**config.mk**
```make
export PLATFORM = sky130hd
export DESIGN_NAME = predictor
export DESIGN_NICKNAME = d
export VERILOG_FILES = /design/src/source/bp_types_pkg.sv /design/src/source/bp_config_pkg.sv /design/src/source/predictor.sv /design/src/source/target_predictor.sv /design/src/source/direction_predictor.sv /design/src/source/history_tables.sv /design/src/source/kind_table.sv
export SDC_FILE = /design/constraint.sdc
export NUM_CORES = 2
export LEC_CHECK = 0
export ABC_AREA = 0
export BUFFER_PORTS_ARGS = -buffer_cell sky130_fd_sc_hd__buf_2
export CAP_MARGIN = 25
export CORE_UTILIZATION = 63
export CTS_BUF_LIST = sky130_fd_sc_hd__clkbuf_16
export DETAILED_ROUTE_END_ITERATION = 16
export PLACE_DENSITY = 0.79
export SETUP_SLACK_MARGIN = 0.5
export SLEW_MARGIN = 20
export SYNTH_ARGS = -nofsm -noshare
export SYNTH_HDL_FRONTEND = slang
export SYNTH_HIERARCHICAL = 1
export SYNTH_SLANG_ARGS = --single-unit
```
**constraint.sdc**
```tcl
create_clock -name clk -period 7.21 [get_ports clk]
set_clock_uncertainty 0.2 [all_clocks]
set_input_delay 2.163 -clock clk [delete_from_list [all_inputs] [get_ports clk]]
set_output_delay 2.163 -clock clk [all_outputs]
set_load 0.005 [all_outputs]
```
**src/source/bp_types_pkg.sv**
```systemverilog
package bp_types_pkg;

    // instruction kind as seen by the predictor
    typedef enum logic [2:0] {
        not_jump      = 3'd0,
        direct_jump   = 3'd1,
        ret           = 3'd4,
        indirect_jump = 3'd5,
        call          = 3'd6,
        jump          = 3'd7
    } kind_t;

    // chooser counter, low half picks local
    typedef enum logic [1:0] {
        strong_local, weak_local, weak_global, strong_global
    } choice_t;

endpackage

```
**src/source/bp_config_pkg.sv**
```systemverilog
package bp_config_pkg;

    // word address of a fetch pc
    localparam int addr_width = 30;

    // every table is indexed by pc[5:0]
    localparam int index_width = 6;
    localparam int table_depth = 1 << index_width;

    localparam int tag_width = 8;     // btb tag, pc[13:6]

    localparam int bh_width = 8;      // local history length
    localparam int gh_width = 6;      // global history length

    // return stack
    localparam int ras_depth = 8;
    localparam int ras_ptr_width = 3;

    localparam logic [addr_width-1:0] reset_pc = 30'h0700_0000;

endpackage
```
**src/source/predictor.sv**
```systemverilog
`timescale 1ns/1ps

module predictor (
    input  logic                                  clk,
    input  logic                                  rstn,
    input  logic                                  stall,
    input  logic                                  update_en,
    input  logic                                  taken_real,
    input  logic [bp_config_pkg::addr_width-1:0]  pc,
    input  logic [bp_config_pkg::addr_width-1:0]  pc_ex,
    input  logic [bp_config_pkg::addr_width-1:0]  npc_ex,
    input  logic [bp_config_pkg::addr_width-1:0]  ret_pc_ex,
    input  bp_types_pkg::kind_t                   kind_ex,
    input  logic [bp_config_pkg::bh_width-1:0]    bh_ex,
    input  logic [1:0]                            pdch_ex,
    output logic [bp_config_pkg::addr_width-1:0]  npc_pdc,
    output bp_types_pkg::kind_t                   kind_pdc,
    output logic                                  taken_pdc,
    output logic [bp_config_pkg::bh_width-1:0]    bh_pdc,
    output logic [1:0]                            pdch
);

    logic [bp_config_pkg::addr_width-1:0] pc_reg, pc_seq, btb_target, ras_top;
    logic [bp_config_pkg::bh_width-1:0]   bh_rd;
    logic [bp_config_pkg::gh_width-1:0]   gh;
    logic                                 dir_taken, btb_hit, ras_valid;

    always_ff @(posedge clk) begin
        if (!rstn) pc_reg <= bp_config_pkg::reset_pc;
        else if (!stall) pc_reg <= pc;
    end

    assign pc_seq = pc_reg + 1'b1;
    assign bh_pdc = bh_rd;

    // next pc selection
    always_comb begin
        case (kind_pdc)
            bp_types_pkg::not_jump:    taken_pdc = 1'b0;
            bp_types_pkg::direct_jump: taken_pdc = dir_taken;
            default:                   taken_pdc = 1'b1;
        endcase
        if (!taken_pdc) npc_pdc = pc_seq;
        else if (kind_pdc == bp_types_pkg::ret) npc_pdc = ras_valid ? ras_top : pc_seq;
        else npc_pdc = btb_hit ? btb_target : pc_seq;
    end

    kind_table kind_table_inst (
        .clk(clk), .rstn(rstn), .stall(stall), .update_en(update_en),
        .pc(pc), .pc_ex(pc_ex), .kind_ex(kind_ex), .kind_pdc(kind_pdc)
    );

    history_tables history_tables_inst (
        .clk(clk), .rstn(rstn), .stall(stall), .update_en(update_en),
        .taken_real(taken_real), .pc(pc), .pc_ex(pc_ex), .kind_ex(kind_ex),
        .bh_rd(bh_rd), .gh(gh)
    );

    direction_predictor direction_predictor_inst (
        .clk(clk), .rstn(rstn), .stall(stall), .update_en(update_en),
        .taken_real(taken_real), .pc(pc), .pc_ex(pc_ex), .bh_rd(bh_rd), .gh(gh),
        .bh_ex(bh_ex), .pdch_ex(pdch_ex), .kind_ex(kind_ex),
        .dir_taken(dir_taken), .pdch(pdch)
    );

    target_predictor target_predictor_inst (
        .clk(clk), .rstn(rstn), .stall(stall), .update_en(update_en),
        .taken_real(taken_real), .pc(pc), .pc_ex(pc_ex), .npc_ex(npc_ex),
        .ret_pc_ex(ret_pc_ex), .kind_ex(kind_ex), .btb_hit(btb_hit),
        .ras_valid(ras_valid), .btb_target(btb_target), .ras_top(ras_top)
    );

endmodule

```
**src/source/target_predictor.sv**
```systemverilog
`timescale 1ns/1ps

module target_predictor (
    input  logic                                  clk,
    input  logic                                  rstn,
    input  logic                                  stall,
    input  logic                                  update_en,
    input  logic                                  taken_real,
    input  logic [bp_config_pkg::addr_width-1:0]  pc,
    input  logic [bp_config_pkg::addr_width-1:0]  pc_ex,
    input  logic [bp_config_pkg::addr_width-1:0]  npc_ex,
    input  logic [bp_config_pkg::addr_width-1:0]  ret_pc_ex,
    input  bp_types_pkg::kind_t                   kind_ex,
    output logic                                  btb_hit,
    output logic                                  ras_valid,
    output logic [bp_config_pkg::addr_width-1:0]  btb_target,
    output logic [bp_config_pkg::addr_width-1:0]  ras_top
);

    logic                                 btb_valid [bp_config_pkg::table_depth];
    logic [bp_config_pkg::tag_width-1:0]  btb_tag   [bp_config_pkg::table_depth];
    logic [bp_config_pkg::addr_width-1:0] btb_tgt   [bp_config_pkg::table_depth];
    logic [bp_config_pkg::addr_width-1:0] ras_mem   [bp_config_pkg::ras_depth];

    logic [bp_config_pkg::index_width-1:0] rd_idx, wr_idx;
    logic [bp_config_pkg::tag_width-1:0]   pc_tag, pc_tag_q, tag_q;
    logic                                  valid_q, btb_wr, push, pop;
    logic [bp_config_pkg::ras_ptr_width-1:0] ras_ptr, top_idx;
    logic [bp_config_pkg::ras_ptr_width:0]   ras_cnt;

    assign rd_idx  = pc[bp_config_pkg::index_width-1:0];
    assign wr_idx  = pc_ex[bp_config_pkg::index_width-1:0];
    assign pc_tag  = pc[bp_config_pkg::index_width +: bp_config_pkg::tag_width];
    assign btb_hit = valid_q && (tag_q == pc_tag_q);
    assign btb_wr  = update_en && taken_real && (kind_ex != bp_types_pkg::not_jump) &&
                     (kind_ex != bp_types_pkg::ret);
    assign push    = update_en && (kind_ex == bp_types_pkg::call);
    assign pop     = update_en && (kind_ex == bp_types_pkg::ret);
    assign top_idx = ras_ptr - 1'b1;

    always_ff @(posedge clk) begin
        if (!rstn) begin
            for (int i = 0; i < bp_config_pkg::table_depth; i++) begin
                btb_valid[i] <= 1'b0;
            end
            valid_q <= 1'b0;
        end else begin
            if (!stall) begin
                valid_q    <= btb_valid[rd_idx];
                tag_q      <= btb_tag[rd_idx];
                btb_target <= btb_tgt[rd_idx];
                pc_tag_q   <= pc_tag;
            end
            if (btb_wr) begin
                btb_valid[wr_idx] <= 1'b1;
                btb_tag[wr_idx]   <= pc_ex[bp_config_pkg::index_width +: bp_config_pkg::tag_width];
                btb_tgt[wr_idx]   <= npc_ex;
            end
        end
    end

    // circular stack, a push when full drops the oldest
    always_ff @(posedge clk) begin
        if (!rstn) begin
            ras_ptr   <= '0;
            ras_cnt   <= '0;
            ras_valid <= 1'b0;
        end else begin
            if (!stall) begin
                ras_valid <= (ras_cnt != '0);   // sampled before this edge's update
                ras_top   <= ras_mem[top_idx];
            end
            if (push) begin
                ras_mem[ras_ptr] <= ret_pc_ex;
                ras_ptr          <= ras_ptr + 1'b1;
                if (ras_cnt != bp_config_pkg::ras_depth) ras_cnt <= ras_cnt + 1'b1;
            end else if (pop && ras_cnt != '0) begin
                ras_ptr <= top_idx;
                ras_cnt <= ras_cnt - 1'b1;
            end
        end
    end

endmodule

```
**src/source/direction_predictor.sv**
```systemverilog
`timescale 1ns/1ps

module direction_predictor (
    input  logic                                  clk,
    input  logic                                  rstn,
    input  logic                                  stall,
    input  logic                                  update_en,
    input  logic                                  taken_real,
    input  logic [bp_config_pkg::addr_width-1:0]  pc,
    input  logic [bp_config_pkg::addr_width-1:0]  pc_ex,
    input  logic [bp_config_pkg::bh_width-1:0]    bh_rd,
    input  logic [bp_config_pkg::gh_width-1:0]    gh,
    input  logic [bp_config_pkg::bh_width-1:0]    bh_ex,
    input  logic [1:0]                            pdch_ex,
    input  bp_types_pkg::kind_t                   kind_ex,
    output logic                                  dir_taken,
    output logic [1:0]                            pdch
);

    logic [1:0]            local_tbl  [bp_config_pkg::table_depth];
    logic [1:0]            gshare_tbl [bp_config_pkg::table_depth];
    bp_types_pkg::choice_t choice_tbl [bp_config_pkg::table_depth];

    logic [bp_config_pkg::index_width-1:0] pc_idx, pc_ex_idx, pc_idx_q;
    logic [bp_config_pkg::index_width-1:0] l_rd_idx, l_wr_idx, g_rd_idx, g_wr_idx;
    logic [bp_config_pkg::index_width-1:0] pend_idx;
    logic [1:0]            gshare_q, pend_val, l_cur;
    bp_types_pkg::choice_t choice_q;
    logic                  pend_valid, stall_q, local_hold;
    logic                  local_taken, gshare_taken, update_dir;

    // 2-bit saturating counter step
    function automatic logic [1:0] next_cnt(input logic [1:0] cnt, input logic up);
        if (up) begin
            return (cnt == 2'd3) ? cnt : cnt + 2'd1;
        end
        return (cnt == 2'd0) ? cnt : cnt - 2'd1;
    endfunction

    assign pc_idx     = pc[bp_config_pkg::index_width-1:0];
    assign pc_ex_idx  = pc_ex[bp_config_pkg::index_width-1:0];
    assign l_rd_idx   = bh_rd[bp_config_pkg::index_width-1:0] ^ pc_idx_q;
    assign l_wr_idx   = bh_ex[bp_config_pkg::index_width-1:0] ^ pc_ex_idx;
    assign g_rd_idx   = gh ^ pc_idx;
    assign g_wr_idx   = gh ^ pc_ex_idx;
    assign update_dir = update_en && (kind_ex == bp_types_pkg::direct_jump);

    // local index needs bh_rd, so this read happens after the lookup edge.
    // writes land one edge late and the result is frozen under stall
    assign l_cur = (pend_valid && pend_idx == l_wr_idx) ? pend_val : local_tbl[l_wr_idx];
    assign local_taken  = stall_q ? local_hold : local_tbl[l_rd_idx][1];
    assign gshare_taken = gshare_q[1];

    assign pdch      = {gshare_taken, local_taken};
    assign dir_taken = (choice_q == bp_types_pkg::weak_global ||
                        choice_q == bp_types_pkg::strong_global) ? gshare_taken : local_taken;

    always_ff @(posedge clk) begin
        if (!rstn) begin
            for (int i = 0; i < bp_config_pkg::table_depth; i++) begin
                local_tbl[i] <= 2'b01;              // weakly not taken
            end
            pend_valid <= 1'b0;
            stall_q    <= 1'b0;
            local_hold <= 1'b0;
        end else begin
            stall_q    <= stall;
            local_hold <= local_taken;
            pend_valid <= update_dir;
            if (update_dir) begin
                pend_idx <= l_wr_idx;
                pend_val <= next_cnt(l_cur, taken_real);
            end
            if (pend_valid) local_tbl[pend_idx] <= pend_val;
        end
    end

    always_ff @(posedge clk) begin
        if (!rstn) begin
            for (int i = 0; i < bp_config_pkg::table_depth; i++) begin
                gshare_tbl[i] <= 2'b01;
                choice_tbl[i] <= bp_types_pkg::weak_local;
            end
            pc_idx_q <= '0;
            gshare_q <= 2'b01;
            choice_q <= bp_types_pkg::weak_local;
        end else begin
            if (!stall) begin
                pc_idx_q <= pc_idx;
                gshare_q <= gshare_tbl[g_rd_idx];
                choice_q <= choice_tbl[pc_idx];
            end
            if (update_dir) begin
                gshare_tbl[g_wr_idx] <= next_cnt(gshare_tbl[g_wr_idx], taken_real);
                if (pdch_ex[1] != pdch_ex[0]) begin  // toward whichever was right
                    choice_tbl[pc_ex_idx] <= bp_types_pkg::choice_t'(
                        next_cnt(choice_tbl[pc_ex_idx], pdch_ex[1] == taken_real));
                end
            end
        end
    end

endmodule

```
**src/source/history_tables.sv**
```systemverilog
`timescale 1ns/1ps

module history_tables (
    input  logic                                  clk,
    input  logic                                  rstn,
    input  logic                                  stall,
    input  logic                                  update_en,
    input  logic                                  taken_real,
    input  logic [bp_config_pkg::addr_width-1:0]  pc,
    input  logic [bp_config_pkg::addr_width-1:0]  pc_ex,
    input  bp_types_pkg::kind_t                   kind_ex,
    output logic [bp_config_pkg::bh_width-1:0]    bh_rd,
    output logic [bp_config_pkg::gh_width-1:0]    gh
);

    // per-pc local history
    logic [bp_config_pkg::bh_width-1:0] bht [bp_config_pkg::table_depth];

    logic [bp_config_pkg::index_width-1:0] rd_idx;
    logic [bp_config_pkg::index_width-1:0] wr_idx;
    logic                                  shift_en;

    assign rd_idx   = pc[bp_config_pkg::index_width-1:0];
    assign wr_idx   = pc_ex[bp_config_pkg::index_width-1:0];
    assign shift_en = update_en && (kind_ex != bp_types_pkg::not_jump);

    always_ff @(posedge clk) begin
        if (!rstn) begin
            for (int i = 0; i < bp_config_pkg::table_depth; i++) begin
                bht[i] <= '0;
            end
            bh_rd <= '0;
        end else begin
            if (!stall) begin
                bh_rd <= bht[rd_idx];
            end
            if (shift_en) begin
                bht[wr_idx] <= {bht[wr_idx][bp_config_pkg::bh_width-2:0], taken_real};
            end
        end
    end

    // global history, committed outcomes only
    always_ff @(posedge clk) begin
        if (!rstn) begin
            gh <= '0;
        end else if (shift_en) begin
            gh <= {gh[bp_config_pkg::gh_width-2:0], taken_real};
        end
    end

endmodule

```
**src/source/kind_table.sv**
```systemverilog
`timescale 1ns/1ps

module kind_table (
    input  logic                                  clk,
    input  logic                                  rstn,
    input  logic                                  stall,
    input  logic                                  update_en,
    input  logic [bp_config_pkg::addr_width-1:0]  pc,
    input  logic [bp_config_pkg::addr_width-1:0]  pc_ex,
    input  bp_types_pkg::kind_t                   kind_ex,
    output bp_types_pkg::kind_t                   kind_pdc
);

    bp_types_pkg::kind_t kind_mem [bp_config_pkg::table_depth];

    logic [bp_config_pkg::index_width-1:0] rd_idx;
    logic [bp_config_pkg::index_width-1:0] wr_idx;

    assign rd_idx = pc[bp_config_pkg::index_width-1:0];
    assign wr_idx = pc_ex[bp_config_pkg::index_width-1:0];

    always_ff @(posedge clk) begin
        if (!rstn) begin
            for (int i = 0; i < bp_config_pkg::table_depth; i++) begin
                kind_mem[i] <= bp_types_pkg::not_jump;
            end
            kind_pdc <= bp_types_pkg::not_jump;
        end else begin
            if (!stall) begin
                kind_pdc <= kind_mem[rd_idx];   // old value on a same-edge write
            end
            if (update_en) begin
                kind_mem[wr_idx] <= kind_ex;
            end
        end
    end

endmodule

```
* Yosys cells after proc, flatten, opt, wreduce, memory -nomap -nowiden
Memories as Yosys holds them, arrays and structs flattened. A register that Yosys moved wholly into a read port is not among the register bits. Cells that the tools add are included.
Storage, ports and cells: bits in registers 69, bits in writable memories 3824, input port bits 138, output and inout port bits 44, logic and storage cells 169, memories 9
Memories:
- target_predictor_inst.btb_tgt | depth 64, bits a word 30, rd ports 1, clocked after memory_dff 1, wr ports 1, line target_predictor.sv:22 | logic [bp_config_pkg::addr_width-1:0] btb_tgt [bp_config_pkg::table_depth];
- history_tables_inst.bht | depth 64, bits a word 8, rd ports 2, clocked after memory_dff 1, wr ports 64, line history_tables.sv:17 | logic [bp_config_pkg::bh_width-1:0] bht [bp_config_pkg::table_depth];
- target_predictor_inst.btb_tag | depth 64, bits a word 8, rd ports 1, clocked after memory_dff 1, wr ports 1, line target_predictor.sv:21 | logic [bp_config_pkg::tag_width-1:0] btb_tag [bp_config_pkg::table_depth];
- target_predictor_inst.ras_mem | depth 8, bits a word 30, rd ports 1, clocked after memory_dff 1, wr ports 1, line target_predictor.sv:23 | logic [bp_config_pkg::addr_width-1:0] ras_mem [bp_config_pkg::ras_depth];
- kind_table_inst.kind_mem | depth 64, bits a word 3, rd ports 1, clocked after memory_dff 1, wr ports 64, line kind_table.sv:14 | bp_types_pkg::kind_t kind_mem [bp_config_pkg::table_depth];
- direction_predictor_inst.choice_tbl | depth 64, bits a word 2, rd ports 2, clocked after memory_dff 1, wr ports 64, line direction_predictor.sv:22 | bp_types_pkg::choice_t choice_tbl [bp_config_pkg::table_depth];
- 3 more memories
Operators by class: add/subtract/negate cells 11, equality and inequality tests 17, multiplexer cells 78, bitwise logic cells 5, reductions and logical operators 37
Operator list (count):
- two-way mux 30 bit | 4
- two-way mux 2 bit | 21
- two-way mux 1 bit | 39
- two-way mux 6 bit | 6
- adder 30 x 1 -> 30 bit (second input constant) | 1
- bitwise XOR 6 bit | 4
- two-way mux 4 bit | 3
- == test 2 bit (second input constant) | 5
- logical AND 1 bit | 10
- zero test 1 bit | 10
- == test 3 bit (second input constant) | 3
- two-way mux 3 bit | 3
- == test 8 bit | 1
- two-way mux 8 bit | 1
- OR reduction 8 bit | 1
- adder 2 x 1 -> 2 bit (second input constant) | 3
- == test 3 x 1 -> 1 bit (second input constant) | 2
- == test 6 bit | 1
- zero test 2 bit | 3
- AND reduction 2 bit | 3
- OR reduction 2 bit | 3
- subtractor 2 x 1 -> 2 bit (second input constant) | 3
- adder 4 x 1 -> 4 bit (second input constant) | 1
- inequality test 4 bit (second input constant) | 1
- 16 further kinds | 16

* Longest topological paths before layout
word-level depth 10, gate-level depth with buffers 14, gate-level depth less buffers 13

* Modules after synthesis
Netlist, hierarchy kept.
By module, submodules not included:
- target_predictor | instances 1, cells each 4232, area an instance 106559.7 sq um, sequential area each 83980.5 sq um
- history_tables | instances 1, cells each 2172, area an instance 27018.4 sq um, sequential area each 15655.0 sq um
- direction_predictor | instances 1, cells each 1854, area an instance 21710.8 sq um, sequential area each 11991.5 sq um
- kind_table | instances 1, cells each 764, area an instance 9664.3 sq um, sequential area each 5825.6 sq um
- predictor | instances 1, cells each 302, area an instance 2497.4 sq um, sequential area each 600.6 sq um

* Worst setup path after synthesis
No wires, ideal clock.
path type reg2out, start point register history_tables_inst/bh_rd[0] (netlist name), read port of history_tables_inst.bht, end point output port npc_pdc[19] (netlist name), arrival 4098 ps, required time 4847 ps, slack 749 ps, cell stages (with the launch flop) 14, buffers on the path 1, path through dfxtp_1 -> xor2_1 -> buf_2 -> mux4_2 -> mux4_2 -> mux2_2 -> a21oi_1 -> o21ai_0 -> mux2_2 -> a211oi_2 -> inv_2 -> o21ai_1 -> a221oi_1 -> a21oi_1
On the way: longest elaborated chain between the ends 6
Ends and longest elaborated chain:
- start, declared | line history_tables.sv:12 | output logic [bp_config_pkg::bh_width-1:0] bh_rd,
- bitwise XOR 6 bit | line direction_predictor.sv:42 | assign l_rd_idx = bh_rd[bp_config_pkg::index_width-1:0] ^ pc_idx_q;
- memory (64 x 2 bit)
- two-way mux 1 bit | line direction_predictor.sv:51 | assign local_taken = stall_q ? local_hold : local_tbl[l_rd_idx][1];
- named net direction_predictor_inst.local_taken | line direction_predictor.sv:30 | logic local_taken, gshare_taken, update_dir;
- two-way mux 1 bit | line direction_predictor.sv:56 | choice_q == bp_types_pkg::strong_global) ? gshare_taken : local_taken;
- named net dir_taken | line predictor.sv:26 | logic dir_taken, btb_hit, ras_valid;
- case mux 1 bit (2 select lines) | line predictor.sv:38 | case (kind_pdc)
- two-way mux 30 bit | line predictor.sv:43 | if (!taken_pdc) npc_pdc = pc_seq;
- end, declared | line predictor.sv:16 | output logic [bp_config_pkg::addr_width-1:0] npc_pdc,
The timed path passes the listed nets, and every way through them passes these cells.

* Worst setup path after layout
start point register direction_predictor_inst/pc_idx_q[0] (netlist name), end point output port npc_pdc[24] (netlist name)
On the way: longest elaborated chain between the ends 6
Ends and longest elaborated chain:
- start, declared | line direction_predictor.sv:24 | logic [bp_config_pkg::index_width-1:0] pc_idx, pc_ex_idx, pc_idx_q;
- start signal, assigned | line direction_predictor.sv:89 | pc_idx_q <= pc_idx;
- bitwise XOR 6 bit | line direction_predictor.sv:42
- memory (64 x 2 bit)
- two-way mux 1 bit | line direction_predictor.sv:51
- two-way mux 1 bit | line direction_predictor.sv:56
- named net dir_taken | line predictor.sv:26
- case mux 1 bit (2 select lines) | line predictor.sv:38
- two-way mux 30 bit | line predictor.sv:43
The timed path passes the listed nets, and every way through them passes these cells.

==> reports/qor.yml <==
status: "finished with violations"
failed_checks: "negative setup slack"
die-area_um2: 268000
drt_iter0_markers: 17088
synth-edff-count: 3844
port_buffers: 163
synth_top_cell_by_area: "edfxtp_1"
path_depth: 15
top_register: "target_predictor_inst/btb_tgt"
seq_power_share: 0.522
switching_power_mw: 11.4
gp_congestion: 0.981
critical_path_class: "register to primary output"
cts_max_path_buffers: 4
wire_per_inst_um: 38.2
synth_cell_type_count: 99
multi_input_area_um2: 47000
crit_fanout: 8
maxCapViolations: 0
p_leak_nw: 61.4
vdd_drop_max_mv: 0.271
syn_inst: 9324
die_y_um: 518
fin_ws_ns: -0.0576
grt_pass1_vias: 98035
critPathRequiredTime_ns: 4.85
reg_top3: "target_predictor_inst/btb_tgt (1920), history_tables_inst/bht (512), target_predictor_inst/btb_tag (512)"
clk_latency_ns: 0.95
cts_buffers: 384
clock_sinks: 3975
wirelength_mm: 512
min_period_over_period: 1.01
routed_via_density: 7.40
grt.total_usage: 0.379
dp_slack_ns: 0.0579
overflow: 0
critPathMaxStageDelay_ns: 0.53
seq_area_um2: 118000
switching_share: 0.232
cts_hold_buf: 0
drv_slew: 0
arrival_ns: 4.90
die_x_um: 518
antenna_found_initial: 47
finalCriticalPeriod_ns: 7.27
design.core.area_um2: 263000
rsz0062_at_grt: "true"
internal_power_mw: 37.9
netlist.area_leader.share: 0.689
core.rowCount: 188
pin_count: 182
synthFlopType: "edfxtp_1"
path_buf_inv: 3
avgSynthCellArea_um2: 18.0
r2r-end: "direction_predictor_inst/gshare_tbl[2][0]$_SDFFCE_PN1P_"
r2r-start: "history_tables_inst/gh[0]$_SDFFE_PN0P_"
instances_no_fill: 13403
p_comb_frac: 0.073
yosys_warnings: 6
synth-async-reset-ratio: 0
crit_start: "direction_predictor_inst/pc_idx_q[0]$_SDFFE_PN0N_"
max_freq_mhz: 138
tightest_slew_ns: 1.18
synth-seq-cells: 3975
setup_viol: 4
grt_pass1_wl_mm: 718
dp_cells: 12646
drive_above_1_share: 0.257
synth_nets: 9467
cts_root_buffer: "clkbuf_16"
synth_area_um2: 167000
start_kind: "register"
powerDensity_nw_per_um2: 264
vias: 99207
drc_errors: 0
crit_end: "npc_pdc[24]"
clk_pin_slew_worst_paths_ns: 0.06
area_delta_synth_final_pct: 11.6
yosysSeqAreaShare: 0.705
grt_max_degree: 95
dr.pass1.iters: 7
r2r_cells: 10
hpwl_mm: 272
end_kind: "primary output"
htreeDepth: 5
pwr-share-clk: 0.405
hold_viol_final: 0
hold_slack_ns: 0.256
reg2reg_slack_ns: 3.33
synthTopCellsByArea: "edfxtp_1 69%, mux4_2 15%, mux2i_1 1.8%, nor2_1 1.7%, dfxtp_1 1.6%"
initial_utilization: 0.636
nets: 9691
critPathSlowestCell: "mux4_2"
crit_family: "multiplexers"
nFillCells: 14916
cp_common_cell: "mux4_2"
ant_nets: 0
tritoncts: "done"
holdCritPathClass: "register to register"
crit_chain: "xor2_2 -> buf_4 -> buf_12 -> mux4_2 -> mux4_2 -> mux2i_2 -> nor2_1 -> a21oi_2 -> o21ai_2 -> mux2_4 -> nor3_4 -> nor2_4 -> a221oi_2 -> a21oi_4 -> buf_2"
largest_reg_flops: 1920
slew-limit-headroom: 0.215
[stage by stage]
| step | power [mW] | TNS, ns | area, um^2 | util |
|---|---|---|---|---|
| floorplan | 28.3 | 0 | 167000 | - |
| global placement | 29.5 | 0 | 174000 | 0.660 |
| detailed placement | 29.6 | 0 | 174000 | 0.661 |
| CTS | 49.3 | 0 | 186000 | 0.708 |
| global route | 50.3 | -1.43 | 187000 | 0.710 |
| finish | 49.4 | -0.100 | 187000 | 0.710 |
[layer usage]
layer / vias to the layer above / share of wire / track usage
met1: 50054 / 0.31 / 0.477
li1: 37960 / - / -
met4: 28 / 0.079 / 0.246
met5: - / 0.00033 / 0.00160
met3: 2000 / 0.14 / 0.0897
met2: 9165 / 0.47 / 0.595
[cells by family after synthesis]
logic type,synth area share
xor gates and xnor gates,0.00418
and+or+nand+nor,0.0642
adders and majority gates,0.000874
buffers and inverters,0.0203
muxes,0.176
AOI/OAI and AO/OA,0.0298
DFF,0.705
[layout by cell type, fill, tap and decap left out, types with 87 or more instances in the layout]
| cell | n |
|---|---|
| mux2i_1 | 296 |
| dfxtp_1 | 128 |
| and3_1 | 212 |
| a22oi_1 | 129 |
| buf_2 | 149 |
| nand2_1 | 573 |
| inv_1 | 87 |
| mux4_2 | 1118 |
| nor3_1 | 152 |
| nor2_1 | 698 |
| clkinv_1 | 99 |
| nand3_1 | 145 |
| o21ai_0 | 162 |
| nor2b_1 | 122 |
| clkbuf_16 | 391 |
| edfxtp_1 | 3844 |
| buf_4 | 305 |
[Yosys cell counts, types with 11 or more instances]
master,instances
o21ai_1,11
dfxtp_1,131
and3b_1,12
mux2_2,83
o22ai_1,55
a21oi_1,67
xnor2_1,29
a211oi_1,22
nand2_1,575
nand3_1,145
buf_2,172
edfxtp_1,3844
a21o_1,65
and3_1,213
or3_1,70
buf_1,66
buf_6,22
mux4_1,12
nor3_2,11
nor3b_1,13
xor2_1,49
clkbuf_1,426
buf_4,40
a22o_1,20
and2_1,19
inv_1,16
a31oi_1,16
o221ai_1,24
nor2_2,30
nand4_1,29
nand3b_1,25
o21ai_0,163
nand2b_1,30
nor2_1,771
nor3_1,158
a221oi_1,46
mux2i_1,297
a22oi_1,140
mux4_2,1118
nor2b_1,126
[power groups by stage]
stage / Clock [mW] / Combinational (mW) / Sequential, mW
floorplan: 0 / 2.12 / 26.2
global placement: 0 / 3.24 / 26.2
detailed placement: 0 / 3.34 / 26.3
CTS: 20.0 / 3.48 / 25.8
global route: 20.8 / 3.70 / 25.8
finish: 20.0 / 3.60 / 25.8
[worst min-delay path by stage]
stage	start	end	slack, ns	cells past startpoint
2_1_floorplan	target_predictor_inst/btb_valid[14]$_DFF_P_	target_predictor_inst/btb_valid[14]$_DFF_P_	0.23	1
3_3_place_gp	target_predictor_inst/btb_valid[25]$_DFF_P_	target_predictor_inst/btb_valid[25]$_DFF_P_	0.23	1
3_5_place_dp	target_predictor_inst/btb_valid[9]$_DFF_P_	target_predictor_inst/btb_valid[9]$_DFF_P_	0.24	1
4_1_cts	target_predictor_inst/btb_valid[25]$_DFF_P_	target_predictor_inst/btb_valid[25]$_DFF_P_	0.25	1
5_1_grt	target_predictor_inst/btb_valid[6]$_DFF_P_	target_predictor_inst/btb_valid[6]$_DFF_P_	0.27	1
6_report	target_predictor_inst/btb_valid[25]$_DFF_P_	target_predictor_inst/btb_valid[25]$_DFF_P_	0.26	1
[repair_timing]
action,in CTS,in global routing
setup buffers,6,1
endpoints found under the setup margin,31,31
pin swaps,10,10
gates resized for setup,59,23
gates cloned,2,2
[layout make-up]
cell class | count | share of cell area
Sequential cell | 3975 | 0.632
Multi-Input combinational cell | 4597 | 0.252
Clock buffer | 391 | 0.0523
Timing Repair Buffer | 566 | 0.0278
Tap cell | 3515 | 0.0235
Clock inverter | 304 | 0.0123
Inverter | 24 | 0.000482
Antenna cell | 31 | 0.000415
Power figures use the tool's default switching activity.
